File: src/logic/erosionPkg.sv
// Widths, row types and pipeline structs shared by every module of the erosion engine
`default_nettype none

package erosionPkg;

	//////////////////////////////
	// Geometry
	//////////////////////////////
	localparam int PixelBits = 3;
	localparam int PixelsPerRow = 128;
	localparam int RowBits = PixelBits * PixelsPerRow;
	localparam int MaxRows = 128;
	localparam int ElementBits = 9 * PixelBits;
	// Row with one zero pixel of padding on each side
	localparam int PaddedBits = RowBits + 2 * PixelBits;
	localparam logic [PixelBits-1:0] PixelOnes = '1;

	//////////////////////////////
	// Basic types
	//////////////////////////////
	typedef logic [PixelBits-1:0] pixel_t;
	// Pixel 0 sits in the top bits
	typedef logic [RowBits-1:0] row_t;
	typedef logic [$clog2(MaxRows)-1:0] rowAddr_t;
	typedef logic [$clog2(MaxRows):0] rowCount_t;
	// Top, mid, bottom window rows; each left, centre, right
	typedef logic [ElementBits-1:0] element_t;

	//////////////////////////////
	// Pipeline structs
	//////////////////////////////
	typedef struct packed {
		element_t element;
		rowCount_t rowCount;
	} erosionCfg_t;

	typedef struct packed {
		logic valid;
		logic flush;
		row_t data;
	} rowBeat_t;

	typedef struct packed {
		logic valid;
		logic last;
		rowAddr_t rowIdx;
		row_t top;
		row_t mid;
		row_t bot;
	} window_t;

	typedef struct packed {
		logic valid;
		logic last;
		rowAddr_t rowIdx;
		row_t data;
	} result_t;

	typedef enum logic [2:0] {Idle, Read, Flush, Drain, Ack} fetchState_t;

	// Configuration seen after reset
	localparam erosionCfg_t DefaultCfg = '{element: '0, rowCount: rowCount_t'(MaxRows)};

endpackage

`default_nettype wire

File: src/logic/lineBuffer.sv
// Three-row shift buffer that turns row beats into erosion windows with row index and last flag
`timescale 1ns/1ps
`default_nettype none

module lineBuffer
(
	input wire logic clk_i,
	input wire logic rst_i,
	input wire logic frameStart_i,
	input wire erosionPkg::rowBeat_t beat_i,
	output erosionPkg::window_t win_o
);
	import erosionPkg::*;

	row_t topRow;
	row_t midRow;
	row_t botRow;
	logic seenFirst;
	logic winValid;
	logic winLast;
	rowAddr_t idxCnt;
	rowAddr_t winIdx;

	//////////////////////////////
	// Window control
	//////////////////////////////
	always_ff @(posedge clk_i or posedge rst_i)
	begin
		if (rst_i)
		begin
			seenFirst <= 1'b0;
			winValid <= 1'b0;
			winLast <= 1'b0;
			idxCnt <= '0;
			winIdx <= '0;
		end
		else if (frameStart_i)
		begin
			seenFirst <= 1'b0;
			winValid <= 1'b0;
			winLast <= 1'b0;
			idxCnt <= '0;
		end
		else
		begin
			// Centre holds a real row from the second beat on
			winValid <= beat_i.valid && seenFirst;
			winLast <= beat_i.valid && seenFirst && beat_i.flush;
			if (beat_i.valid)
			begin
				seenFirst <= 1'b1;
				if (seenFirst)
				begin
					winIdx <= idxCnt;
					idxCnt <= idxCnt + 1'b1;
				end
			end
		end
	end

	// Zero rows at frame start give the zero row above row 0
	always_ff @(posedge clk_i)
	begin
		if (frameStart_i)
		begin
			topRow <= '0;
			midRow <= '0;
			botRow <= '0;
		end
		else if (beat_i.valid)
		begin
			topRow <= midRow;
			midRow <= botRow;
			botRow <= beat_i.data;
		end
	end

	assign win_o = '{valid: winValid, last: winLast, rowIdx: winIdx,
		top: topRow, mid: midRow, bot: botRow};

endmodule

`default_nettype wire

File: config.mk
export PLATFORM = sky130hd
export DESIGN_NAME = lineBuffer
export DESIGN_NICKNAME = d
export VERILOG_FILES = /design/src/logic/erosionPkg.sv /design/src/logic/lineBuffer.sv
export SDC_FILE = /design/constraint.sdc
export NUM_CORES = 2
export LEC_CHECK = 0
export ABC_AREA = 1
export CORE_AREA = 2 2 602 604
export CTS_BUF_LIST = sky130_fd_sc_hd__clkbuf_8
export CTS_CLUSTER_DIAMETER = 30
export CTS_CLUSTER_SIZE = 16
export DETAILED_ROUTE_END_ITERATION = 7
export DIE_AREA = 0 0 604 606
export DONT_BUFFER_PORTS = 1
export GPL_ROUTABILITY_DRIVEN = 0
export PLACE_DENSITY = 0.3
export SLEW_MARGIN = 10
export SYNTH_ARGS = -nofsm -noshare
export SYNTH_HDL_FRONTEND = slang
export SYNTH_SLANG_ARGS = --single-unit
File: constraint.sdc
create_clock -name clk_i -period 1.6 [get_ports clk_i]
set_clock_uncertainty 0.1 [all_clocks]
set_input_delay 0.32 -clock clk_i [delete_from_list [all_inputs] [get_ports clk_i]]
set_output_delay 0.32 -clock clk_i [all_outputs]
set_load 0.02 [all_outputs]
==> qor.yml <==
cts:
  h-tree-depth: 5
  cts_made_buffers: 352
  clk_latency_ns: 1.02
  cts_tree: "done"
  clockRootBuffer: "clkbuf_8"
  cts_buffer_depth: 4
  clock-sinks: 1169
  cts.clk_slew.worst_paths_ns: 0.05
floorplan:
  fp.dieW_um: 604
  start_util_pct: 11.1
  coreArea_um2: 360000
  dieArea_um2: 366000
  die_h_um: 606
  ios: 1550
  rows: 221
timing:
  worstMarginPinSlew_ns: 1.02
  finalSetupViolCount: 1198
  fin_crit_sh_pct: 123
  slew_violations: 0
  maxSlewHeadroom_pct: 31.9
  fin_tns_setup_ns: -273.59
  max_clock_freq_ghz: 0.509
  hold_viol_final: 0
  fin_crit_ns: 1.97
  worst_slack_ns: -0.366
  rsz0062_at_grt: "true"
status:
  violations: "setup timing"
  status: "complete, but fails checks"
finish:
  drive_gt1_share_pct: 33.0
  layout.nets: 7074
  fill_cells: 39800
  fin_util_pct: 20.8
  syn_to_final_growth_pct: 87.7
  fin_cells: 11800
power:
  pwr-share-seq_pct: 37.6
  power_density_nw_per_um2: 1260
  p_int_mw: 65.7
  switching_share_pct: 30.2
  vdd_drop_max_uv: 765
  power_frac_clock_pct: 50.6
  leakagePower_nw: 30.3
  pwr-share-comb_pct: 11.8
  p_sw_mw: 28.4
setup_path:
  worst_ep_required_time_ns: 1.18
  worst_setup_path_start_kind: "register"
  arrival_ns: 1.55
  path_cells: "buf_12"
  worstPathMaxFanout: 2
  cp-end-kind: "primary output"
  cp_top_family: "flip-flops"
  cp_slowest_cell: "dfxtp_4"
  crit_type: "register to primary output"
  cpPeakStageDelay_ns: 0.38
  critPathBufInv: 1
yosys:
  syn_area_um2: 39900
  ys_types: 22
  yosysSeqAreaShare_pct: 58.8
  syn_inst: 5077
  ys_ff_latch: 1169
  synth_nets: 5467
  synth.avg_cell_area_um2: 7.87
  yosysWarnings: 0
drt:
  ant_nets: 0
  drc: 0
  drtPass1Iterations: 5
  vias: 43300
  wl_per_cell_um: 24.2
  viasPerCell: 3.67
  drt-initial-drc-count: 2634
  wl_um: 285000
global_routing:
  antenna_found_initial: 45
  grt_pass1_wl_um: 360000
  grt.overflow.total: 0
  grt.total_usage_pct: 14.0
  grt_pass1_vias: 41800
  grt_max_degree: 1156
placement:
  port_buffers: 0
  place_inst: 9916
  dp_hpwl_um: 205000
min_path:
  hp-class: "input pin to register"
run:
  cap_viol_max_count: 0
synthesized netlist by cell type:
cell | count | area [µm²]
dfrtp_1 | 17 | 425
nor2_4 | 1 | 11.3
o21ai_0 | 1158 | 5800
ha_1 | 1 | 12.5
inv_2 | 1 | 3.75
nand3_1 | 4 | 20.0
nand4_1 | 1 | 6.26
clkbuf_1 | 162 | 608
inv_1 | 10 | 37.5
a211oi_1 | 1 | 7.51
buf_1 | 5 | 18.8
a21oi_1 | 2 | 10.0
inv_4 | 1 | 6.26
o21bai_1 | 1 | 7.51
clkbuf_2 | 11 | 55.1
buf_2 | 200 | 1000
buf_6 | 1 | 11.3
nand2_2 | 1 | 6.26
nor2_1 | 2317 | 8700
dfxtp_1 | 1152 | 23100
buf_4 | 8 | 60.1
nand2_1 | 22 | 82.6
cell type report:
| class | count | area, µm² | share of cell area, % |
|---|---|---|---|
| flip-flops and latches | 1169 | 27200 | 36.3 |
| repair buffers | 1640 | 19100 | 25.4 |
| multi-input cells | 3509 | 14700 | 19.6 |
| clock buffers | 444 | 6110 | 8.15 |
| well taps | 4794 | 6000 | 8.00 |
| clock inverters | 195 | 1800 | 2.40 |
| inverters | 12 | 78.8 | 0.105 |
| diodes | 21 | 52.6 | 0.0701 |
final timing paths:
check	from	end	slack, ns	depth (start not counted)
max in group asynchronous	rst_i	winLast	0.95	4
worst min register to register	midRow[234]	topRow[234]	0.39	2
min in group asynchronous	rst_i	idxCnt[2]	0.20	4
worst max-delay path	topRow[3]	win_o[771]	-0.37	1
worst min-delay path	frameStart_i	midRow[42]	0.05	5
worst max register to register	seenFirst	idxCnt[0]	0.09	4
kinds of logic (layout without fill, tap and decap cells):
| group | count (synthesis) | after routing | share of synthesized area [%] |
|---|---|---|---|
| other | 0 | 21 | 0 |
| adders and majority gates | 1 | 1 | 0.0313 |
| buffers and inverters | 399 | 2291 | 4.51 |
| DFF | 1169 | 1169 | 58.8 |
| AOI/OAI and AO/OA | 1162 | 1162 | 14.6 |
| and+or+nand+nor | 2346 | 2346 | 22.1 |
layout by cell type (no fill, tap or decap):
cell	netlist	layout
dfxtp_4	0	907
dfxtp_2	0	245
nor2_1	2317	2316
buf_16	0	16
inv_8	0	6
nand3_1	4	4
nor2_2	0	1
buf_12	0	200
dlymetal6s4s_1	0	3
clkinv_2	0	61
inv_6	0	3
dfrtp_2	0	9
dlygate4sd3_1	0	1076
buf_6	1	60
clkinv_4	0	2
clkinv_8	0	4
clkinvlp_4	0	18
dfrtp_1	17	8
o21bai_1	1	1
diode_2	0	21
inv_16	0	1
o21ai_0	1158	1158
nor2_4	1	1
clkbuf_8	0	444
nand2_4	0	1
ha_1	1	1
buf_4	8	191
buf_8	0	65
inv_12	0	5
nand4_1	1	1
clkinv_16	0	1
a211oi_1	1	1
a21oi_1	2	2
clkbuf_16	0	29
nand2_1	22	22
inv_1	10	78
bufinv_16	0	28
stage by stage:
step / instance area (µm²) / worst slack [ns] / total power [mW] / hold slack [ns]
floorplan: 39900 / 0.323 / 38.3 / 0.146
global route: 74900 / -0.548 / 98.4 / -0.0107
detailed placement: 48100 / -0.180 / 42.9 / 0.152
global placement: 48100 / -0.146 / 42.9 / 0.164
CTS: 73200 / -0.588 / 94.7 / -0.708
finish: 75000 / -0.366 / 94.1 / 0.0501
flip-flops by register name (all words and copies together), names as in the netlist:
| name | cells |
|---|---|
| winIdx | 7 |
| topRow | 384 |
| winLast | 1 |
| idxCnt | 7 |
| midRow | 384 |
| winValid | 1 |
| seenFirst | 1 |
| botRow | 384 |
power by group through the flow:
stage	Sequential, mW	Clock (mW)	Combinational, mW
5_1_grt	35.5	50.7	12.2
4_1_cts	35.4	49.1	10.2
3_3_place_gp	36.1	0	6.86
6_report	35.4	47.6	11.1
2_1_floorplan	35.1	0	3.23
3_5_place_dp	36.1	0	6.88
routing by layer:
layer / up-vias / share of wire, % / GRT usage [%]
met1: 21200 / 37 / 14.8
li1: 19900 / - / -
met3: 498 / 12 / 7.96
met2: 1767 / 47 / 23.3
met5: - / 0.026 / 0
met4: 14 / 3.6 / 5.11
timing repair:
item                                    CTS  global route
hold buffers                           1043            71
gates resized for setup                2704            35
cloned                                    0            31
pin swaps                                 0             2
setup buffers                            57            31
endpoints found under the hold margin  1186           266
setup endpoints to repair              1161          2330
No activity file was read; power rests on OpenSTA's default activity.
