## src/logic/erosionPkg.sv

```systemverilog
// Widths, row types and pipeline structs shared by every module of the erosion engine
`default_nettype none

package erosionPkg;

	//////////////////////////////
	// Geometry
	//////////////////////////////
	localparam int PixelBits = 3;
	localparam int PixelsPerRow = 128;
	localparam int RowBits = PixelBits * PixelsPerRow;
	localparam int MaxRows = 128;
	localparam int ElementBits = 9 * PixelBits;
	// Row with one zero pixel of padding on each side
	localparam int PaddedBits = RowBits + 2 * PixelBits;
	localparam logic [PixelBits-1:0] PixelOnes = '1;

	//////////////////////////////
	// Basic types
	//////////////////////////////
	typedef logic [PixelBits-1:0] pixel_t;
	// Pixel 0 sits in the top bits
	typedef logic [RowBits-1:0] row_t;
	typedef logic [$clog2(MaxRows)-1:0] rowAddr_t;
	typedef logic [$clog2(MaxRows):0] rowCount_t;
	// Top, mid, bottom window rows; each left, centre, right
	typedef logic [ElementBits-1:0] element_t;

	//////////////////////////////
	// Pipeline structs
	//////////////////////////////
	typedef struct packed {
		element_t element;
		rowCount_t rowCount;
	} erosionCfg_t;

	typedef struct packed {
		logic valid;
		logic flush;
		row_t data;
	} rowBeat_t;

	typedef struct packed {
		logic valid;
		logic last;
		rowAddr_t rowIdx;
		row_t top;
		row_t mid;
		row_t bot;
	} window_t;

	typedef struct packed {
		logic valid;
		logic last;
		rowAddr_t rowIdx;
		row_t data;
	} result_t;

	typedef enum logic [2:0] {Idle, Read, Flush, Drain, Ack} fetchState_t;

	// Configuration seen after reset
	localparam erosionCfg_t DefaultCfg = '{element: '0, rowCount: rowCount_t'(MaxRows)};

endpackage

`default_nettype wire

```

## src/logic/erosionCore.sv

```systemverilog
// Per-pixel 3x3 match erosion of one window row with a registered result stage
`timescale 1ns/1ps
`default_nettype none

module erosionCore
(
	input wire logic clk_i,
	input wire logic rst_i,
	input wire erosionPkg::element_t element_i,
	input wire erosionPkg::window_t win_i,
	output erosionPkg::result_t res_o
);
	import erosionPkg::*;

	logic [PaddedBits-1:0] topPad;
	logic [PaddedBits-1:0] midPad;
	logic [PaddedBits-1:0] botPad;
	row_t eroded;
	logic validQ;
	logic lastQ;
	rowAddr_t idxQ;
	row_t dataQ;

	// Zero pixel beyond the left and right edges
	assign topPad = {pixel_t'(0), win_i.top, pixel_t'(0)};
	assign midPad = {pixel_t'(0), win_i.mid, pixel_t'(0)};
	assign botPad = {pixel_t'(0), win_i.bot, pixel_t'(0)};

	//////////////////////////////
	// Pixel compare array
	//////////////////////////////
	for (genvar p = 0; p < PixelsPerRow; p++)
	begin : genPixel
		element_t hood;
		pixel_t centre;
		assign hood = {topPad[PaddedBits-1-p*PixelBits -: 3*PixelBits],
			midPad[PaddedBits-1-p*PixelBits -: 3*PixelBits],
			botPad[PaddedBits-1-p*PixelBits -: 3*PixelBits]};
		assign centre = win_i.mid[RowBits-1-p*PixelBits -: PixelBits];
		assign eroded[RowBits-1-p*PixelBits -: PixelBits] = (hood == element_i) ? centre : PixelOnes;
	end

	always_ff @(posedge clk_i or posedge rst_i)
	begin
		if (rst_i)
		begin
			validQ <= 1'b0;
			lastQ <= 1'b0;
		end
		else
		begin
			validQ <= win_i.valid;
			lastQ <= win_i.valid && win_i.last;
		end
	end

	always_ff @(posedge clk_i)
	begin
		if (win_i.valid)
		begin
			idxQ <= win_i.rowIdx;
			dataQ <= eroded;
		end
	end

	assign res_o = '{valid: validQ, last: lastQ, rowIdx: idxQ, data: dataQ};

endmodule

`default_nettype wire

```

## config.mk

```make
export PLATFORM = sky130hd
export DESIGN_NAME = erosionCore
export DESIGN_NICKNAME = d
export VERILOG_FILES = /design/src/logic/erosionPkg.sv /design/src/logic/erosionCore.sv
export SDC_FILE = /design/constraint.sdc
export NUM_CORES = 2
export LEC_CHECK = 0
export BUFFER_PORTS_ARGS = -buffer_cell sky130_fd_sc_hd__buf_2
export CAP_MARGIN = 30
export CORE_AREA = 2 2 615 617
export CTS_CLUSTER_DIAMETER = 30
export DETAILED_ROUTE_END_ITERATION = 12
export DIE_AREA = 0 0 617 619
export GPL_TIMING_DRIVEN = 0
export HOLD_SLACK_MARGIN = 0.03
export PLACE_DENSITY_LB_ADDON = 0.05
export SETUP_SLACK_MARGIN = 0.02
export SLEW_MARGIN = 20
export SYNTH_ARGS = -nofsm -noshare
export SYNTH_HDL_FRONTEND = slang
export SYNTH_SLANG_ARGS = --single-unit
```

## constraint.sdc

```tcl
create_clock -name clk_i -period 0.8 [get_ports clk_i]
set_input_delay 0.08 -clock clk_i [delete_from_list [all_inputs] [get_ports clk_i]]
set_output_delay 0.08 -clock clk_i [all_outputs]
set_load 0.02 [all_outputs]
```

==> summary by stage <==
Global routing
Entering global routing, the biggest net connects 85 pins. The initial antenna violation count is roughly 330. The remaining global-route overflow is 0. The via count of the first global-routing pass is 62600. The first global-routing pass estimated 746000 µm of wire. In the global route stage, overall resource usage came out at 0.306.

Detailed routing
The first TritonRoute pass finished after 6 iterations. The detailed router placed 63200 vias in this run. The detail route stage leaves a number of antenna-violating nets equal to 0.

The initial detailed-routing violation count is 5685. The total routed wirelength is 621000 µm. After detailed routing, the average wire length per cell comes to about 45 µm.

The detailed-route vias per instance is 4.53. For this run, design rule violations remaining after detail routing come to 0.

Pwr
Summed over all cells, the static leakage comes to 34.2 nW. The peak ir drop on the vdd network is approximately 0.0016 V. Power spread over the standard cell area amounts to 1460 nW/µm².

Worst setup path
The most critical setup path has its startpoint at dataQ[358]. For the worst setup path, the data required time is between 700 and 800 ps. The worst setup path is launched from a register. Data arrives at the worst endpoint at 1540 ps. In this run the worst path has a maximum fanout of 1.

The kind of cell with the highest combined delay along the critical path is flip-flops. STA classifies the critical path endpoint as an output pin. The highest-delay cell along the critical path is edfxtp_1. The number of buffers and inverters on the critical path is 1. The signal on the critical path passes through buf_6. The critical setup path kind is register to output pin. In this design, the stage delay of the slowest critical-path cell is 500 ps.

STA
The measured slew at the worst slew-check pin is about 670 ps. Of the available clock period, the critical path in the final layout requires 2.03. The total count of max-transition violations in the final report is 0. The smallest clock period supported by the final layout is computed as 1620 ps. The count of endpoints failing hold in the final timing report is 500.

The tightest hold path in the finished design has a slack of -390 ps. Measured against its own limit, the worst slew margin works out to 0.553. Static timing analysis puts the maximum clock frequency at 617 MHz. Setup repair after global routing could not meet its margin everywhere. The number of setup violations in the final report is 777.

The post-route worst setup slack is -820 ps.

Cells and area
Once layout is done, the placed cells without fillers occupy between 90000 and 100000 µm². The layout overhead on the synthesized area is 75.5%. The number of nets in the layout is 9902. In the final layout, the share of cells above drive strength 1 is 0.369. The number of non-filler instances in the completed layout is 14000.

Floorplanning
The area of the die is around 380000 µm². The number of rows in the core area is 225. The starting utilization of the core area is 0.147. The vertical extent of the die is 619 µm. The horizontal die dimension is around 620 µm. During I/O placement, the number of pins put on the boundary was 1583. The core outline area is 375000 µm².

Hold path
In this run the worst hold path is classified as input pin to register. The startpoint identified for the worst hold timing path is win_i[1160].

Job
The number of max-cap violations is 0.

Clocking
The clock root buffer is clkbuf_16. The number of sinks driven by the clock tree is about 390. The clock input transition at the sequential cells of the worst setup and hold paths is 40 ps. The longest clock path from root to sink contains 4 buffers. The CTS tree is built. The clock tree synthesis step divided the H-tree into 4 levels.

The TritonCTS buffer count is 166.

Place
Timing analysis after detailed placement gives a worst setup slack of -2520 ps. The final RePlAce weighted congestion is 0.892. The half-perimeter wire length after placement is 467000 µm. Once placement completed, the tool counted placed cells totaling 12700. The count of buffers added on input and output ports is 1555.

The post-place instance area is 70300 µm².

Yosys
The count of distinct cell types in the synthesized netlist is 18. The mapped netlist covers 55100 µm². The number of synthesis warnings is 0. The largest area contributor in the synthesized netlist is xnor2_1.

The post-synthesis sequential area ratio is 0.214. The total of flip-flops plus latches after synthesis is 393. The share of synthesized area in the top cell type comes to 0.546. By area the synthesized netlist is led by xnor2_1, edfxtp_1, nand4_1. The average cell area after synthesis is 8.99 µm².

The number of instances in the synthesized netlist is 6131. Counting every net in the synthesized netlist gives 7321.

Outcome
The run finished, with violations left. The final reports fail on negative hold slack, negative setup slack.
-- Yosys cell counts (all sizes together) --
cell type / count
nor3: 6
dfrtp: 2
nand2: 2
nor4: 128
nor2: 506
buf: 375
inv: 1
nand4: 764
nand3: 506
xnor2: 3438
and2: 1
clkbuf: 5
edfxtp: 391
nand3b: 6
-- registers in the layout, summed over array words and instances, names as in the netlist --
| signal | cells |
|---|---|
| lastQ | 1 |
| dataQ | 384 |
| idxQ | 7 |
| validQ | 1 |
-- where the power goes --
part | switching (mW) | leakage [nW] | internal, mW | total, mW
logic | 34.3 | 27.9 | 24.7 | 59.0
clock network | 19.0 | 2.38 | 38.9 | 57.9
registers | 0.696 | 3.97 | 23.8 | 24.5
-- placed cells by master, fill, tap and decap left out, types with 9 or more instances in the layout --
cell | netlist | routed
nor2_4 | 0 | 11
buf_2 | 273 | 1216
xnor2_1 | 3438 | 3039
clkbuf_1 | 5 | 44
nor2_2 | 0 | 39
clkinv_1 | 0 | 43
nand4_1 | 764 | 764
nand3_2 | 0 | 82
xnor2_2 | 0 | 331
nor2_1 | 506 | 456
clkbuf_16 | 0 | 197
diode_2 | 0 | 132
xnor2_4 | 0 | 68
dlygate4sd3_1 | 0 | 379
clkinv_2 | 0 | 18
edfxtp_1 | 391 | 391
dlymetal6s4s_1 | 0 | 22
buf_12 | 10 | 205
nor4_4 | 0 | 125
clkbuf_2 | 0 | 12
buf_6 | 17 | 495
buf_4 | 75 | 212
nand3_1 | 506 | 417
buf_8 | 0 | 93
clkbuf_4 | 0 | 9
buf_16 | 0 | 118
-- per-stage QoR --
step / util / setup TNS (ps) / hold WS, ps / total power, mW
finish: 0.258 / -448400 / -390 / 141
global route: 0.258 / -474210 / -412 / 145
CTS: 0.236 / -535190 / -345 / 137
detailed placement: 0.188 / -987720 / -63.2 / 71.1
global placement: 0.187 / -4099060 / -65.9 / 70.9
floorplan: - / -209460 / -179 / 47.6
-- layer usage --
layer / routed length (µm) / vias up / track usage
met1: 245000 / 32100 / 0.365
li1: - / 26400 / -
met3: 37700 / 1207 / 0.0523
met2: 302000 / 3361 / 0.540
met4: 36100 / 94 / 0.123
met5: 603 / - / 0
-- final timing paths --
| kind | depth (start not counted) | slack, ps | end |
|---|---|---|---|
| hold / removal | 1 | -390 | dataQ[26] |
| min in group asynchronous | 4 | 210 | validQ |
| max in group asynchronous | 4 | 480 | lastQ |
| setup / recovery | 1 | -820 | res_o[358] |
-- layout make-up --
type                    instances  area [µm²]
repair buffers               2429       20600
diodes                        132         330
multi-input cells            5357       46600
flip-flops and latches        393       11800
clock buffers                 215        4440
inverters                       1        3.75
plain buffers                 364        6290
clock inverters                70         438
well taps                    4994        6250
fillers                     40600      278000
-- cell families after synthesis --
| logic type | Yosys count | synth area share |
|---|---|---|
| simple gates | 1919 | 0.197 |
| xor+xnor | 3438 | 0.546 |
| buf+inv | 381 | 0.0425 |
| flops | 393 | 0.214 |
-- repair_timing --
item / CTS / global route
cloned: 15 / 26
hold endpoints to repair: 482 / 516
buffers inserted: 217 / 195
pin swaps: 245 / 681
endpoints found under the setup margin: 928 / 928
hold buffers: 449 / 299
resized for setup: 1314 / 1343
No activity file was read; power rests on OpenSTA's default activity.
