### src/logic/erosionPkg.sv
// Widths, row types and pipeline structs shared by every module of the erosion engine
`default_nettype none

package erosionPkg;

	//////////////////////////////
	// Geometry
	//////////////////////////////
	localparam int PixelBits = 3;
	localparam int PixelsPerRow = 128;
	localparam int RowBits = PixelBits * PixelsPerRow;
	localparam int MaxRows = 128;
	localparam int ElementBits = 9 * PixelBits;
	// Row with one zero pixel of padding on each side
	localparam int PaddedBits = RowBits + 2 * PixelBits;
	localparam logic [PixelBits-1:0] PixelOnes = '1;

	//////////////////////////////
	// Basic types
	//////////////////////////////
	typedef logic [PixelBits-1:0] pixel_t;
	// Pixel 0 sits in the top bits
	typedef logic [RowBits-1:0] row_t;
	typedef logic [$clog2(MaxRows)-1:0] rowAddr_t;
	typedef logic [$clog2(MaxRows):0] rowCount_t;
	// Top, mid, bottom window rows; each left, centre, right
	typedef logic [ElementBits-1:0] element_t;

	//////////////////////////////
	// Pipeline structs
	//////////////////////////////
	typedef struct packed {
		element_t element;
		rowCount_t rowCount;
	} erosionCfg_t;

	typedef struct packed {
		logic valid;
		logic flush;
		row_t data;
	} rowBeat_t;

	typedef struct packed {
		logic valid;
		logic last;
		rowAddr_t rowIdx;
		row_t top;
		row_t mid;
		row_t bot;
	} window_t;

	typedef struct packed {
		logic valid;
		logic last;
		rowAddr_t rowIdx;
		row_t data;
	} result_t;

	typedef enum logic [2:0] {Idle, Read, Flush, Drain, Ack} fetchState_t;

	// Configuration seen after reset
	localparam erosionCfg_t DefaultCfg = '{element: '0, rowCount: rowCount_t'(MaxRows)};

endpackage

`default_nettype wire

### src/logic/erosionConfig.sv
// Holds the structuring element and row count behind a req/ack port and snapshots them per frame
`timescale 1ns/1ps
`default_nettype none

module erosionConfig
(
	input wire logic clk_i,
	input wire logic rst_i,
	input wire logic cfgReq_i,
	input wire erosionPkg::erosionCfg_t cfgData_i,
	output logic cfgAck_o,
	input wire logic frameIdle_i,
	input wire logic frameStart_i,
	output erosionPkg::erosionCfg_t frameCfg_o
);
	import erosionPkg::*;

	erosionCfg_t staging;
	erosionCfg_t active;

	//////////////////////////////
	// Config handshake
	//////////////////////////////
	always_ff @(posedge clk_i or posedge rst_i)
	begin
		if (rst_i)
		begin
			cfgAck_o <= 1'b0;
			staging <= DefaultCfg;
			active <= DefaultCfg;
		end
		else
		begin
			if (!cfgReq_i)
			begin
				cfgAck_o <= 1'b0;
			end
			else if (!cfgAck_o && frameIdle_i)
			begin
				// New value only lands between frames
				staging <= cfgData_i;
				cfgAck_o <= 1'b1;
			end

			// Freeze the frame's settings at its start
			if (frameStart_i)
			begin
				active <= staging;
			end
		end
	end

	assign frameCfg_o = active;

endmodule

`default_nettype wire

### config.mk
export PLATFORM = sky130hd
export DESIGN_NAME = erosionConfig
export DESIGN_NICKNAME = d
export VERILOG_FILES = /design/src/logic/erosionPkg.sv /design/src/logic/erosionConfig.sv
export SDC_FILE = /design/constraint.sdc
export NUM_CORES = 1
export LEC_CHECK = 0
export ABC_AREA = 0
export BUFFER_PORTS_ARGS = -buffer_cell sky130_fd_sc_hd__buf_2
export CAP_MARGIN = 20
export CORE_ASPECT_RATIO = 1.2
export CORE_MARGIN = 8
export CORE_UTILIZATION = 45
export DETAILED_ROUTE_END_ITERATION = 10
export HOLD_SLACK_MARGIN = 0.12
export PLACE_DENSITY = 0.76
export REMOVE_ABC_BUFFERS = 1
export SYNTH_ARGS = -nofsm -noshare
export SYNTH_HDL_FRONTEND = slang
export SYNTH_SLANG_ARGS = --single-unit
### constraint.sdc
create_clock -name clk_i -period 4.81 [get_ports clk_i]
set_clock_uncertainty 0.15 [all_clocks]
set_input_delay 0 -clock clk_i [delete_from_list [all_inputs] [get_ports clk_i]]
set_output_delay 0 -clock clk_i [all_outputs]
set_load 0.05 [all_outputs]
==> metrics, run 1 <==
Final Util approximately 64%; total track usage between 10% and 20%; Max-Cap Viols 0; Slowest cell on crit path nand3b_4; worst-skew pair later-pin latency 0.33 ns; dpl cell area approximately 0.0032 mm²; Worst setup EP type flop; VDD IR max 0.0002943 V; f_max between 0.5 and 0.6 GHz; initial antenna violation count 0; final WL approximately 5500 µm; post-route insts no fill about 360; Pwr Density 513.2 mW/mm²; CTS sink count 71; Logic pwr share between 20 and 30%; min-delay worst type in2reg; GRT overflow 0; Routability Congestion around 0.65; sequential fraction of the synthesis area between 60% and 70%; Pre-antenna DRT Iters 4; clk slew on worst S/H paths roughly 0.080 ns; share of the synthesized area in the top cell type approximately 62%; H-Tree Depth 3; post-route cell area 0.003837 mm²; total number of vias roughly 1600; grt peak-use layer met2; DR vias/cell about 4.6; Die ar. 0.008933 mm²; placed insts between 300 and 400; Die W between 80 and 90 µm; Clock Power Share a little under a third; Final TNS setup 0 ns; wire per inst about 16 µm; Vert. Die Dim just over 100 µm; register share of total power between 40% and 50%; distinct cell type count after synthesis 10; RSZ-0062 raised after global routing no; Setup WS pre-CTS 3.001 ns; fin nets just over 300; CP max stage delay about 0.60 ns; met1 Use GR 16.04%; row count 31; Data required, critical path between 4 and 5 ns; largest area contributor in the netlist dfrtp_1; synth top area cells dfrtp_1 (62%), mux2_2 (16%), mux2_4 (16%); #FFs+latches synth 71; Psw ~640 µW; Root Driver clkbuf_8; Initial Util between 40% and 50%; # IOs between 70 and 80; DR DRC count 0; commonest non-fill, non-tap cell in the layout buf_2; Setup crit start kind flop; Syn Inst Count 151; number of antenna-violating nets in the routed design 0; status finished, final reports clean; first-pass GRT wire length 9349 µm; Port Buf Inserts 75; CP max FO 35; met2 Use GR about a fifth; Setup Fix Bufs, Post-CTS 0; largest net degree at the start of global routing 72; Slew HR roughly 42%; leakage approximately 0.0019 µW; WP data arrival around 1.9 ns; cts bufs inserted 9; Post-Syn Area per Cell approximately 18 µm²; Sw Ratio 32.28%; Area Growth Syn to Fin 38.53%; Mapped Area roughly 0.0028 mm²; vias in the first global route between 1500 and 2000; max-slew violations 0; setup violators final 0; Int Power approximately 1300 µW; filler instances roughly 430; Period minus WS final between 1.5 and 2 ns; DR iter-0 viols 46; share of cells above drive strength 1 between 50% and 60%; most frequent cells in the layout buf_2 (75), dfrtp_1 (69), mux2_2 (40), dlygate4sd3_1 (38), mux2_4 (30); worst slew pin tran 0.8665 ns; CP cell instances nand3b_4, mux2_4; Clock Tree Buf Depth 2; Hold Fails Final Rpt 0; CTS tree done; Core Region between 0.006 and 0.007 mm²; number of diodes 0; fin crit share between 30% and 40%; post-route setup slack 3.003 ns; Worst Path Class, Setup reg2reg; Post-DP HPWL between 3000 and 4000 µm; met3 Usage GRT under 10%; Ys Warns 0
-- Yosys cell counts --
| master | n |
|---|---|
| mux2_2 | 40 |
| dfrtp_1 | 69 |
| buf_4 | 2 |
| nand3b_4 | 1 |
| dfstp_2 | 2 |
| buf_2 | 2 |
| buf_6 | 3 |
| mux2_4 | 30 |
| inv_1 | 1 |
| o21a_1 | 1 |
-- worst paths after layout --
kind | slack [ns] | start | to | cells after the start
setup / recovery | 3.00 | cfgAck_o$_DFFE_PP0P_ | staging[11]$_DFFE_PP0P_ | 2
hold / removal | 0.25 | frameStart_i | frameCfg_o[25]$_DFFE_PP0P_ | 2
min in group asynchronous | 0.34 | rst_i | staging[25]$_DFFE_PP0P_ | 4
max in group asynchronous | 3.62 | rst_i | staging[33]$_DFFE_PP0P_ | 4
setup reg to reg | 3.00 | cfgAck_o$_DFFE_PP0P_ | staging[11]$_DFFE_PP0P_ | 2
hold reg to reg | 0.35 | frameCfg_o[33]$_DFFE_PP0P_ | frameCfg_o[33]$_DFFE_PP0P_ | 1
-- metrics by stage --
step / total power (µW) / hold WS [ns]
floorplan: 1204 / -0.03301
global placement: 1330 / 0.08149
detailed placement: 1344 / 0.08398
CTS: 1992 / 0.2469
global route: 2055 / 0.2531
finish: 1969 / 0.2476
-- worst max-delay path, delay by kind of cell, from the launching register on --
| family | cells | cell delay, ns |
|---|---|---|
| simple gates | 1 | 0.60 |
| mux | 1 | 0.51 |
| flops | 1 | 0.39 |
-- state kept, by name, indices dropped and copies added (netlist names) --
| signal | cells |
|---|---|
| cfgAck_o | 1 |
| frameCfg_o | 35 |
| staging | 35 |
-- what timing repair did --
item	in CTS	in global routing
endpoints found under the hold margin	105	0
hold buffers	38	0
resized for setup	0	0
setup endpoints to repair	0	0
-- layer usage --
layer  up-vias  wire length [µm]
li1        762                 -
met1       819              2380
met2        49              2691
met3         8               381
met4         0                91
met5         -                 0
-- power groups by stage --
stage	Sequential, µW	Combinational (µW)	Clock [µW]
finish	791	561	618
floorplan	1040	163	0
global placement	797	533	0
CTS	792	566	633
detailed placement	801	544	0
global route	808	588	659
-- logic make-up after synthesis --
group           share of synthesized area [%]
compound gates                         0.2711
mux                                     32.52
flops                                   64.23
buf+inv                                 2.258
simple gates                           0.7227
-- layout make-up --
| type | instances | area (µm²) | share of cell area (%) |
|---|---|---|---|
| Clock buffer | 11 | 131.4 | 3.424 |
| Clock inverter | 5 | 128.9 | 3.358 |
| Tap cell | 82 | 102.6 | 2.674 |
| Sequential cell | 71 | 1779 | 46.36 |
| Multi-Input combinational cell | 72 | 928.4 | 24.19 |
| Timing Repair Buffer | 114 | 763.2 | 19.89 |
| Inverter | 1 | 3.754 | 0.09782 |
Power figures use the tool's default switching activity.
==> inputs of run 2 (changes only) <==
Clock period 4.81 ns to 1.7 ns, I/O delays scaled along.
==> run 2 against run 1 <==
Net effect: power rose to 2.9 times the previous value; sequential power rose to 2.8 times the previous value; count of clock-buffer cells in the layout unchanged; sequential share of layout area down 1.2 points; via count up 1.7%; critical path type is now in2async.
==> metrics, run 2 (synthesis results as in run 1) <==
Data required, critical path 2.02 ns (was 4.87 ns); initial antenna violation count 0 (unchanged); most frequent cells in the layout buf_2 (75), dfrtp_1 (69), mux2_2 (40), dlygate4sd3_1 (40), mux2_4 (30) (was buf_2 (75), dfrtp_1 (69), mux2_2 (40), dlygate4sd3_1 (38), mux2_4 (30)); Setup crit start kind input port (was flop); worst slew pin tran 0.5207 ns (was 0.8665 ns); WHS 0.1662 ns (was 0.2476 ns); worst-skew pair later-pin latency 0.34 ns (was 0.33 ns); Initial Util 46.08% (unchanged); Final Util 65.54% (was 63.83%); row count 31 (unchanged); CTS tree done (unchanged); reg-to-reg slack, setup 0.29 ns (was 3.00 ns); Int Power 3827 µW (was 1334 µW); Clock Power Share 31.6% (was 31.4%); Top Family by Delay on Critical Path buffers and inverters (was simple AND/OR/NAND/NOR gates); Vert. Die Dim 102.0 µm (unchanged); filler instances 428 (was 427); Post-DP HPWL 3652 µm (was 3432 µm); worst reg-to-reg path cell count 3 (was 2); RSZ-0062 raised after global routing no (unchanged); Period minus WS final between 1.5 and 2 ns; post-cts sizing count 0 (unchanged); f_max roughly 0.65 GHz; total track usage 14.68% (was 13.56%); Routability Congestion 0.6552 (was 0.6518); Core Region 0.006012 mm² (unchanged); Root Driver clkbuf_8 (unchanged); # IOs 76 (unchanged); status finished, final reports clean (unchanged); DR DRC count 0 (unchanged); Clock Tree Buf Depth 2 (unchanged); Die W 87.63 µm (unchanged); CP bufs+invs 5 (was 0); Setup Fix Bufs, Post-CTS 0 (unchanged); Pre-antenna DRT Iters 4 (unchanged); clk slew on worst S/H paths 0.07 ns (was 0.08 ns); largest net degree at the start of global routing 36 (was 72); R2R Path Start cfgAck_o$_DFFE_PP0P_ (unchanged); Max-Cap Viols 0 (unchanged); Worst setup EP type async pin (was flop); Hold Fails Final Rpt 0 (unchanged); CP max stage delay 0.56 ns (was 0.60 ns); CP max FO 24 (was 35); CTS sink count 71 (unchanged); WP data arrival 1.87 ns (about the same); Logic pwr share 28.6% (was 28.5%); number of antenna-violating nets in the routed design 0 (unchanged); Critical Path Source rst_i (was cfgAck_o$_DFFE_PP0P_); max-slew violations 0 (unchanged); cts bufs inserted 9 (unchanged); number of diodes 0 (unchanged); fin crit share between 90% and 100%; fin nets 314 (was 309); register share of total power 39.8% (was 40.2%); leakage 0.001932 µW (was 0.001884 µW); vias in the first global route 1967 (was 1912); GRT overflow 0 (unchanged); DR vias/cell 4.615 (was 4.601); CP cell instances dlygate4sd3_1, buf_2, dlygate4sd3_1, inv_2, buf_12 (was nand3b_4, mux2_4); Worst Setup EP frameCfg_o[7]$_DFFE_PP1P_ (was staging[11]$_DFFE_PP0P_); share of cells above drive strength 1 60.22% (was 59.85%); total number of vias 1666 (was 1638); final WL 5825 µm (was 5545 µm); Worst path most repeated cell dlygate4sd3_1; H-Tree Depth 3 (unchanged); Psw 1811 µW (was 635.7 µW); Slew HR 65.24% (was 42.23%); Die ar. 0.008933 mm² (unchanged); DR iter-0 viols 31 (was 46); Area Growth Syn to Fin 42.23% (was 38.53%); min-delay worst type in2reg (unchanged); commonest non-fill, non-tap cell in the layout buf_2 (unchanged); Sw Ratio 32.12% (was 32.28%); VDD IR max 0.0008678 V (was 0.0002943 V); CP Depth 5 (was 2); Port Buf Inserts 75 (unchanged); Slowest cell on crit path dlygate4sd3_1 (was nand3b_4); reg-to-reg critical path endpoint staging[33]$_DFFE_PP0P_ (was staging[11]$_DFFE_PP0P_); wire per inst 16.14 µm (was 15.58 µm); Worst Path Class, Setup in2async (was reg2reg); first-pass GRT wire length 9811 µm (was 9349 µm); Pwr Density 1431 mW/mm² (was 513.2 mW/mm²); setup violators final 0 (unchanged)
run 2: power groups by stage:
stage	clock (µW)	sequential, µW	combinational [µW]
after floorplan	0	2950	461
after global routing	1890	2300	1690
after detailed placement	0	2270	1550
after CTS	1830	2250	1620
final	1780	2250	1610
after global placement	0	2260	1530
run 2: worst min path at each step:
stage,startpoint,to,slack [ns],cells after the start
final,cfgReq_i,staging[29]$_DFFE_PP0P_,0.17,4
after floorplan,frameIdle_i,cfgAck_o$_DFFE_PP0P_,-0.03,1
after global placement,rst_i,staging[16]$_DFFE_PP0P_,-0.09,2
after global routing,cfgReq_i,staging[29]$_DFFE_PP0P_,0.16,4
after CTS,cfgReq_i,staging[24]$_DFFE_PP0P_,0.15,4
after detailed placement,rst_i,staging[16]$_DFFE_PP0P_,-0.09,2
run 2: final cells by class:
class | instances | area (µm²) | area share, %
Clock buffer | 11 | 141.4 | 3.588
Clock inverter | 5 | 128.9 | 3.271
Inverter | 1 | 3.754 | 0.09527
Multi-Input combinational cell | 72 | 928.4 | 23.56
Sequential cell | 71 | 1779 | 45.16
Tap cell | 82 | 102.6 | 2.604
Timing Repair Buffer | 119 | 855.8 | 21.72
run 2: layer usage:
metal | GRT usage (%) | vias to the layer above | share of wire, %
met5 | 0 | - | 0
met4 | 7.958 | 0 | 1.8
met3 | 4.264 | 9 | 5.7
met2 | 23.48 | 51 | 50
met1 | 17.40 | 830 | 43
li1 | - | 776 | -
run 2: timing repair:
| action | CTS | global route |
|---|---|---|
| hold endpoints to repair | 121 | 0 |
| hold buffers | 40 | 0 |
| setup endpoints to repair | 0 | 0 |
run 2: worst reg2reg max path: cells and delay by family, from the launching register on:
kind / cells / cell delay, ns
muxes: 1 / 0.38
DFF: 1 / 0.37
buffers and inverters: 1 / 0.26
and+or+nand+nor: 1 / 0.14
run 2: stage by stage:
| step | setup WS [ns] | instances | instance area (µm²) | TNS (ns) | power, µW |
|---|---|---|---|---|---|
| global route | 0.03177 | 361 | 3940 | 0 | 5881 |
| global placement | 0.3167 | 305 | 3269 | 0 | 3785 |
| detailed placement | 0.2844 | 305 | 3269 | 0 | 3821 |
| floorplan | -0.2433 | 144 | 2711 | -22.25 | 3406 |
| finish | 0.1532 | 361 | 3940 | 0 | 5638 |
| CTS | 0.1593 | 361 | 3940 | 0 | 5701 |
