$ cat src/logic/erosionPkg.sv
// Widths, row types and pipeline structs shared by every module of the erosion engine
`default_nettype none

package erosionPkg;

	//////////////////////////////
	// Geometry
	//////////////////////////////
	localparam int PixelBits = 3;
	localparam int PixelsPerRow = 128;
	localparam int RowBits = PixelBits * PixelsPerRow;
	localparam int MaxRows = 128;
	localparam int ElementBits = 9 * PixelBits;
	// Row with one zero pixel of padding on each side
	localparam int PaddedBits = RowBits + 2 * PixelBits;
	localparam logic [PixelBits-1:0] PixelOnes = '1;

	//////////////////////////////
	// Basic types
	//////////////////////////////
	typedef logic [PixelBits-1:0] pixel_t;
	// Pixel 0 sits in the top bits
	typedef logic [RowBits-1:0] row_t;
	typedef logic [$clog2(MaxRows)-1:0] rowAddr_t;
	typedef logic [$clog2(MaxRows):0] rowCount_t;
	// Top, mid, bottom window rows; each left, centre, right
	typedef logic [ElementBits-1:0] element_t;

	//////////////////////////////
	// Pipeline structs
	//////////////////////////////
	typedef struct packed {
		element_t element;
		rowCount_t rowCount;
	} erosionCfg_t;

	typedef struct packed {
		logic valid;
		logic flush;
		row_t data;
	} rowBeat_t;

	typedef struct packed {
		logic valid;
		logic last;
		rowAddr_t rowIdx;
		row_t top;
		row_t mid;
		row_t bot;
	} window_t;

	typedef struct packed {
		logic valid;
		logic last;
		rowAddr_t rowIdx;
		row_t data;
	} result_t;

	typedef enum logic [2:0] {Idle, Read, Flush, Drain, Ack} fetchState_t;

	// Configuration seen after reset
	localparam erosionCfg_t DefaultCfg = '{element: '0, rowCount: rowCount_t'(MaxRows)};

endpackage

`default_nettype wire

$ cat src/logic/rowWriter.sv
// Turns each eroded row into one output memory write and flags the end of the frame
`timescale 1ns/1ps
`default_nettype none

module rowWriter
(
	input wire logic clk_i,
	input wire logic rst_i,
	input wire erosionPkg::result_t res_i,
	output logic wrEn_o,
	output erosionPkg::rowAddr_t wrAddr_o,
	output erosionPkg::row_t wrData_o,
	output logic frameDone_o
);
	import erosionPkg::*;

	//////////////////////////////
	// Write strobe and done pulse
	//////////////////////////////
	always_ff @(posedge clk_i or posedge rst_i)
	begin
		if (rst_i)
		begin
			wrEn_o <= 1'b0;
			frameDone_o <= 1'b0;
		end
		else
		begin
			wrEn_o <= res_i.valid;
			// Done rides along with the last row's write
			frameDone_o <= res_i.valid && res_i.last;
		end
	end

	// The row index is the memory row of the write
	always_ff @(posedge clk_i)
	begin
		if (res_i.valid)
		begin
			wrAddr_o <= rowAddr_t'(res_i.rowIdx);
			wrData_o <= row_t'(res_i.data);
		end
	end

endmodule

`default_nettype wire

$ cat config.mk
export PLATFORM = sky130hd
export DESIGN_NAME = rowWriter
export DESIGN_NICKNAME = d
export VERILOG_FILES = /design/src/logic/erosionPkg.sv /design/src/logic/rowWriter.sv
export SDC_FILE = /design/constraint.sdc
export NUM_CORES = 1
export LEC_CHECK = 0
export BUFFER_PORTS_ARGS = -buffer_cell sky130_fd_sc_hd__buf_2
export CAP_MARGIN = 20
export CORE_AREA = 2 2 310 312
export CTS_CLUSTER_SIZE = 28
export DETAILED_ROUTE_END_ITERATION = 8
export DIE_AREA = 0 0 312 314
export PLACE_DENSITY = 0.3
export SYNTH_ARGS = -nofsm -noshare
export SYNTH_HDL_FRONTEND = slang
export SYNTH_SLANG_ARGS = --single-unit
export TNS_END_PERCENT = 30
$ cat constraint.sdc
create_clock -name clk_i -period 0.8 [get_ports clk_i]
set_clock_uncertainty 0.1 [all_clocks]
set_input_delay 0.08 -clock clk_i [delete_from_list [all_inputs] [get_ports clk_i]]
set_output_delay 0.08 -clock clk_i [all_outputs]
set_load 0.05 [all_outputs]
==> results by group, run 1 <==
Yosys
  – Synthesized instance count: ~400
  – Avg Synthesized Cell Area: 29.9 um^2
  – Seq/Total Area, Yosys: roughly 100%
  – Mapped Nets: 790
  – Synth warn: 0
  – Library cells used by synthesis: 4
  – Register bit count reported by yosys: between 300 and 400
  – Synth Cell Area: between 10000 and 15000 um^2

Setup path
  – Crit Path Max Fanout: 1
  – Setup crit start kind: register
  – Max incr delay on CP: between 0.5 and 0.6 ns
  – Worst path top cell family by delay: flip-flops
  – CP max stage cell: edfxtp_1
  – WP buf/inv: 1
  – Critical path arrival: 1.31 ns
  – CP Class: register to output pin
  – CP Capture Type: output pin
  – Critical path required time: between 0.6 and 0.7 ns
  – CP cell instances: buf_12

Global route
  – Vias in the first global route: between 10k and 15k
  – Total grt overflow: 0
  – Initial antenna violation count: 3
  – Global Route Usage Sum: a little under a tenth
  – Largest net degree at the start of global routing: 28
  – Global-route wire length before repair: about 66 mm

Finish
  – # diodes: 0
  – Storage cell area: about 12000 um^2
  – Share of layout cells above drive strength 1: 52.7%
  – Multi-input gate area: 6.26 um^2
  – Fin util: a little over a quarter
  – Number of nets in the layout: around 2.1k
  – Layout fillers: between 9k and 10k
  – Area grow syn2layout: 119%

STA
  – Final Cycle Share: 187%
  – Fin Hold WS: -0.179 ns
  – Maximum clock rate: between 600 and 700 MHz
  – Tightest Pin Transition: just under 0.3 ns
  – Final hold violations: 27
  – Slew headroom: around four fifths
  – Final worst slack: -0.694 ns
  – Slew Limit Fails: 0
  – Final min period: 1.49 ns
  – # setup viols final: 393
  – RSZ-0062 raised after global routing: yes

Die
  – IO Count: just under 800
  – Initial Util: 12.5%
  – Die Span X: about 310 um
  – Row Count: 113
  – Core area: ~94000 um^2
  – Die Area: approximately 98000 um^2
  – Die Ht: between 300 and 400 um

Placement
  – GP Congestion: between 0.7 and 0.8
  – IO buf count: between 700 and 800
  – DP HPWL: 34.8 mm

Clock network
  – Setup Fix Bufs, Post-CTS: 0
  – Root buffer cell: clkbuf_16
  – CTS buffer count: 47
  – Clock Pin Slew Worst Setup and Hold Paths: roughly 0.06 ns
  – TritonCTS clock tree: done
  – Sink Count: 393
  – CTS Hold Bufs: between 300 and 400
  – CTS HTree Levels: 2
  – Bufs on Longest Clock Path: 3

Power
  – Power Density: 2290 nW/um^2
  – Peak supply drop: 1560 uV
  – Static leakage: ~0.011 uW
  – Post-layout power: between 50000 and 60000 uW

Route
  – WL/cell: about 16 um
  – Initial DRC count: 363
  – Vias: a little over 9k
  – Vias per inst: around 3.0
  – Final ANT Viol Nets: 0
  – Drt drc: 0
  – Final Routed Wirelength: around 46 mm
  – Pre-Repair DR Iteration Count: 6

Worst hold path
  – Hold Crit Class: primary input to register

Job
  – MaxCap Viol Count: 0

Status
  – Violated checks: hold timing, setup timing
  – Status: finished with violations
power by group:
part / switching, uW / internal [uW] / total (uW)
sequential: 808 / 24500 / 25300
clock: 8490 / 12700 / 21200
combinational: 7580 / 5170 / 12800
total: 16900 / 42400 / 59300
cell usage in the layout, fill, tap and decap left out, drive strengths merged:
| cell type | instances |
|---|---|
| clkbuf | 61 |
| bufinv | 5 |
| and2 | 1 |
| dlymetal6s4s | 1 |
| buf | 836 |
| clkinv | 15 |
| clkinvlp | 2 |
| dlygate4sd3 | 394 |
| inv | 1 |
| edfxtp | 391 |
| dfrtp | 2 |
per-stage QoR:
step,setup TNS (ns),instances,setup slack [ns],instance area [um^2]
after CTS,-238.46,2974,-0.769,25900
after global placement,-90.73,2495,-0.298,18200
after detailed placement,-92.78,2495,-0.305,18200
after global routing,-233.03,2974,-0.759,25900
final,-203.84,2974,-0.694,25900
after floorplan,0,395,0.0194,11800
layout make-up:
class	instances	area share, %
Clock buffer	61	4.91
Timing Repair Buffer	1231	42.5
Sequential cell	393	45.5
Tap cell	1265	6.11
Multi-Input combinational cell	1	0.0242
Inverter	1	0.0145
Clock inverter	22	0.894
logic make-up (layout without fill, tap and decap cells):
| logic type | after synthesis | in the layout | synth area share (%) |
|---|---|---|---|
| flops | 393 | 393 | 99.9 |
| simple gates | 1 | 1 | 0.0530 |
| buf+inv | 1 | 1315 | 0.0318 |
state kept, by name, indices dropped and copies added (netlist names):
name         cells
wrData_o       384
wrAddr_o         7
frameDone_o      1
wrEn_o           1
timing repair:
item                                    CTS  global route
endpoints found under the setup margin  393           419
hold endpoints to repair                523            44
gates resized for setup                 714            12
final timing paths:
| check | from | end | slack, ns | cells after the start |
|---|---|---|---|---|
| worst min-delay path | res_i[392] | wrData_o[127] | -0.18 | 2 |
| worst max-delay path | wrData_o[20] | wrData_o[20] | -0.69 | 1 |
| max in group asynchronous | rst_i | frameDone_o | 0.09 | 4 |
| min in group asynchronous | rst_i | wrEn_o | 0.40 | 4 |
layer usage:
| metal | part of all wire (%) | GRT usage, % |
|---|---|---|
| met5 | 0 | 0 |
| met4 | 2.8 | 3.54 |
| met3 | 8.0 | 3.17 |
| met2 | 57 | 17.6 |
| met1 | 32 | 8.70 |
synth_stat cells:
master / n / share of area (%)
inv_1: 1 / 0.032
edfxtp_1: 391 / 99
and2_1: 1 / 0.053
dfrtp_1: 2 / 0.42
Note: power is estimated with default switching activity, not from simulation.
==> run 2, diff against run 1 <==
PLACE_DENSITY = 0.36   (was 0.3)
SETUP_SLACK_MARGIN = 0.4   (was not set)
==> results by group, run 2 (synthesis results as in run 1) <==
Status
  – Status: finished with violations
  – Violated checks: hold timing, setup timing

Route
  – WL/cell: 16.7 um
  – Initial DRC count: 266
  – Vias: 7553
  – Final Routed Wirelength: 43.2 mm
  – Final ANT Viol Nets: 0
  – Drt drc: 0
  – Vias per inst: 2.93
  – Pre-Repair DR Iteration Count: 6

Clock network
  – Bufs on Longest Clock Path: 3
  – CTS HTree Levels: 2
  – CTS Hold Bufs: 1
  – Root buffer cell: clkbuf_16
  – Sink Count: 393
  – Setup Fix Bufs, Post-CTS: 0
  – Clock Pin Slew Worst Setup and Hold Paths: roughly 0.060 ns
  – CTS buffer count: between 40 and 50
  – TritonCTS clock tree: done

STA
  – Tightest Pin Transition: 0.247 ns
  – Final min period: around 1.5 ns
  – Final worst slack: -0.662 ns
  – Fin Hold WS: -0.427 ns
  – Slew headroom: between 80% and 90%
  – Final hold violations: ~440
  – # setup viols final: between 300 and 400
  – Maximum clock rate: ~680 MHz
  – Final Cycle Share: 183%
  – RSZ-0062 raised after global routing: yes
  – Slew Limit Fails: 0

Die
  – Die Span X: about 310 um
  – Initial Util: roughly an eighth
  – Die Ht: about 310 um
  – Core area: between 90000 and 100000 um^2
  – Die Area: around 98000 um^2
  – Row Count: between 100 and 150
  – IO Count: 788

Setup path
  – Worst path top cell family by delay: flip-flops
  – Critical path startpoint: wrData_o[57]
  – Critical path required time: 0.62 ns
  – CP max stage cell: edfxtp_1
  – Crit Path Max Fanout: 1
  – Setup crit start kind: register
  – WP buf/inv: 1
  – Max incr delay on CP: roughly 0.5 ns
  – CP Capture Type: output pin
  – CP Class: register to output pin
  – CP cell instances: buf_12
  – Critical path arrival: ~1.3 ns

Finish
  – Max reg flops: approximately 380
  – Largest regs: wrData_o: 384 flops, wrAddr_o: 7 flops
  – Most common cell after layout, fill and taps aside: buf_2
  – Fin util: about a quarter
  – Commonest cells after routing, fill and taps aside: 394 x buf_2, 391 x edfxtp_1, 364 x buf_6
  – Layout fillers: 9957
  – Share of layout cells above drive strength 1: slightly below 70%
  – Number of nets in the layout: ~1.7k
  – Area grow syn2layout: 87.6%
  – Top reg by flops: wrData_o

Power
  – Seq pwr share: between 40 and 50%
  – Power Density: approximately 2600 nW/um^2
  – Internal power: a little over 40000 uW
  – Combinational Power Share: 20.0%
  – Clock network fraction of total power: 35.3%
  – Peak supply drop: ~1700 uV
  – Static leakage: ~0.009 uW
  – Psw: roughly 16000 uW
  – Switching share of power: between 20 and 30%

Global route
  – Global-route wire length before repair: 58.4 mm
  – Largest net degree at the start of global routing: 31
  – Global Route Usage Sum: 8.34%
  – Total grt overflow: 0
  – Initial antenna violation count: 18
  – Vias in the first global route: 8327

Placement
  – GP Congestion: 0.828
  – IO buf count: 787
  – DP HPWL: between 30 and 40 mm

Worst hold path
  – Worst hold path startpoint: res_i[300]
  – Hold Crit Class: primary input to register

Job
  – MaxCap Viol Count: 0
run 2: worst paths after layout:
check | to | cells after the start
worst max-delay path | wrData_o[57] | 1
worst min-delay path | wrData_o[300] | 1
max in group asynchronous | wrEn_o | 3
min in group asynchronous | frameDone_o | 3
run 2: routing by layer:
metal	vias up	share of wire (%)	global-route usage, %
li1	3404	-	-
met1	3614	31	8.03
met2	452	55	15.5
met3	79	11	3.39
met4	4	3.3	3.81
met5	-	0.058	0
run 2: stage by stage:
stage | setup WS, ns | instances | TNS (ns) | power [uW] | cell area [um^2]
2_1_floorplan | 0.0194 | 395 | 0 | 31100 | 11800
3_3_place_gp | -0.276 | 2497 | -78.88 | 35200 | 18400
3_5_place_dp | -0.286 | 2497 | -81.76 | 35200 | 18400
4_1_cts | -0.745 | 2574 | -231.17 | 57800 | 22000
5_1_grt | -0.727 | 2575 | -228.06 | 58800 | 22100
6_report | -0.662 | 2580 | -201.35 | 56800 | 22100
run 2: final cells by class:
type	instances	area [um^2]	area share (%)
diodes	6	15.0	0.0678
clock buffers	58	1190	5.40
clock inverters	18	218	0.983
inverters	1	3.75	0.0170
multi-input cells	1	6.26	0.0283
flip-flops and latches	393	11800	53.3
well taps	1265	1580	7.15
repair buffers	838	7320	33.1
run 2: repair_timing:
item	4_1_cts	5_1_grt
endpoints found under the hold margin	582	446
cloned	0	0
setup endpoints to repair	445	590
pin swaps	0	0
resized for setup	699	27
run 2: power by group through the flow:
stage          Sequential, uW  Clock, uW  Combinational [uW]
2_1_floorplan           31000          0                3.57
3_3_place_gp            25400          0                9770
3_5_place_dp            25400          0                9760
4_1_cts                 25400      21000               11400
5_1_grt                 25500      21500               11700
6_report                25400      20100               11300
==> run 3, diff against run 2 <==
CORE_AREA = 2 2 308 310   (was 2 2 310 312)
DIE_AREA = 0 0 310 312   (was 0 0 312 314)
PLACE_DENSITY = 0.37   (was 0.36)
clock period = 1.3 ns   (was 0.8 ns; I/O delays follow)
==> results by group, run 3 (synthesis results as in run 1) <==
Route
  – WL/cell: roughly 16 um
  – Final Routed Wirelength: ~47 mm
  – Initial DRC count: ~440
  – Drt drc: 0
  – Final ANT Viol Nets: 0
  – Vias per inst: between 3 and 4
  – Pre-Repair DR Iteration Count: 4
  – Vias: a little over 9k

Global route
  – Global-route met1 utilization: 9.04%
  – Global Route Usage Sum: under 10%
  – Global routing usage on met3: ~2.9%
  – Met2 usage: 17.5%
  – Initial antenna violation count: 4
  – Total grt overflow: 0
  – Vias in the first global route: 10.5k
  – Global-route wire length before repair: approximately 65 mm
  – Busiest metal layer after global routing: met2
  – Largest net degree at the start of global routing: 29

Setup path
  – Crit Path Max Fanout: 1
  – Max incr delay on CP: approximately 0.44 ns
  – CP Capture Type: output pin
  – Critical path arrival: 1.22 ns
  – CP cell instances: buf_6
  – Worst path top cell family by delay: flip-flops
  – CP max stage cell: edfxtp_1
  – Setup crit start kind: register
  – WP buf/inv: 1
  – CP Class: register to output pin
  – Critical path required time: approximately 1.1 ns

STA
  – Final worst slack: -0.149 ns
  – Setup TNS: -25.87 ns
  – Slew headroom: about 83%
  – Final Cycle Share: 111%
  – # setup viols final: between 300 and 400
  – Final min period: roughly 1.4 ns
  – Maximum clock rate: 690 MHz
  – Fin Hold WS: -0.104 ns
  – Final hold violations: 8
  – Tightest Pin Transition: roughly 0.25 ns
  – RSZ-0062 raised after global routing: yes
  – Slew Limit Fails: 0

Power
  – Power Density: roughly 1400 nW/um^2
  – Static leakage: 0.0104 uW
  – Peak supply drop: 994 uV
  – Post-layout power: 35900 uW

Status
  – Violated checks: hold timing, setup timing
  – Status: finished with violations

Finish
  – Commonest cells after routing, fill and taps aside: 398 x buf_2, 395 x dlygate4sd3_1, 391 x edfxtp_1
  – Largest regs: wrData_o: 384 flops, wrAddr_o: 7 flops
  – Number of nets in the layout: ~2k
  – Max reg flops: between 300 and 400
  – Area grow syn2layout: 116%
  – Top reg by flops: wrData_o
  – Most common cell after layout, fill and taps aside: buf_2
  – Share of layout cells above drive strength 1: a little over half

Die
  – Die Ht: between 300 and 400 um
  – IO Count: 788
  – Row Count: ~110
  – Core area: between 90000 and 100000 um^2
  – Die Area: ~97000 um^2
  – Initial Util: 12.7%
  – Die Span X: roughly 310 um

Clock network
  – TritonCTS clock tree: done
  – CTS buffer count: between 40 and 50
  – CTS HTree Levels: 2
  – Setup Fix Bufs, Post-CTS: 0
  – Bufs on Longest Clock Path: 3
  – Sink Count: ~400
  – Clock Pin Slew Worst Setup and Hold Paths: around 0.060 ns
  – Root buffer cell: clkbuf_16
  – CTS Hold Bufs: roughly 400

Placement
  – DP HPWL: between 30 and 40 mm
  – GP Congestion: ~0.85
  – IO buf count: 787

Worst hold path
  – Hold Crit Class: primary input to register

Job
  – MaxCap Viol Count: 0
-- run 3: cell count changes in the layout (fill, tap and decap cells not counted), sizes merged, moves of 2 or more --
cell,before,now
diode,6,1
buf,837,819
bufinv,5,3
dlygate4sd3,1,395
clkinv,10,19
-- run 3: path summary, 6_finish.rpt --
kind                               start             to  slack [ns]  cells after the start
min in group asynchronous          rst_i    frameDone_o        0.43                      4
max in group asynchronous          rst_i         wrEn_o        0.56                      4
min                           res_i[392]  wrData_o[184]       -0.10                      2
max                        wrData_o[185]  wrData_o[185]       -0.15                      1
-- run 3: repair_timing --
item	CTS	global route
setup endpoints to repair	393	397
resized for setup	742	52
hold endpoints to repair	407	8
-- run 3: stage by stage --
step	cells	area, um^2	hold WS, ns	util (%)	setup slack, ns
CTS	2946	25400	-0.158	27.3	-0.245
finish	2947	25500	-0.104	27.4	-0.149
global route	2947	25500	-0.130	27.4	-0.221
detailed placement	2468	17700	-0.113	19.0	0.136
floorplan	395	11800	-0.229	-	0.469
global placement	2468	17700	-0.109	19.0	0.153
-- run 3: area by class of cell --
cell class	count	area, um^2
diodes	1	2.50
clock buffers	57	1260
clock inverters	25	204
fillers	9430	67500
inverters	1	3.75
multi-input cells	1	6.26
flip-flops and latches	393	11800
well taps	1254	1570
repair buffers	1215	10700
-- run 3: report_power, final --
group	leakage, uW	switching (uW)	internal, uW
combinational	0.00579	4680	3060
sequential	0.00385	507	15100
clock	0.000717	5110	7420
-- run 3: metal layers --
layer	wire length (um)	share of wire, %
met5	13	0.028
met4	1400	3.0
met3	3840	8.2
met2	25500	54
met1	16100	34
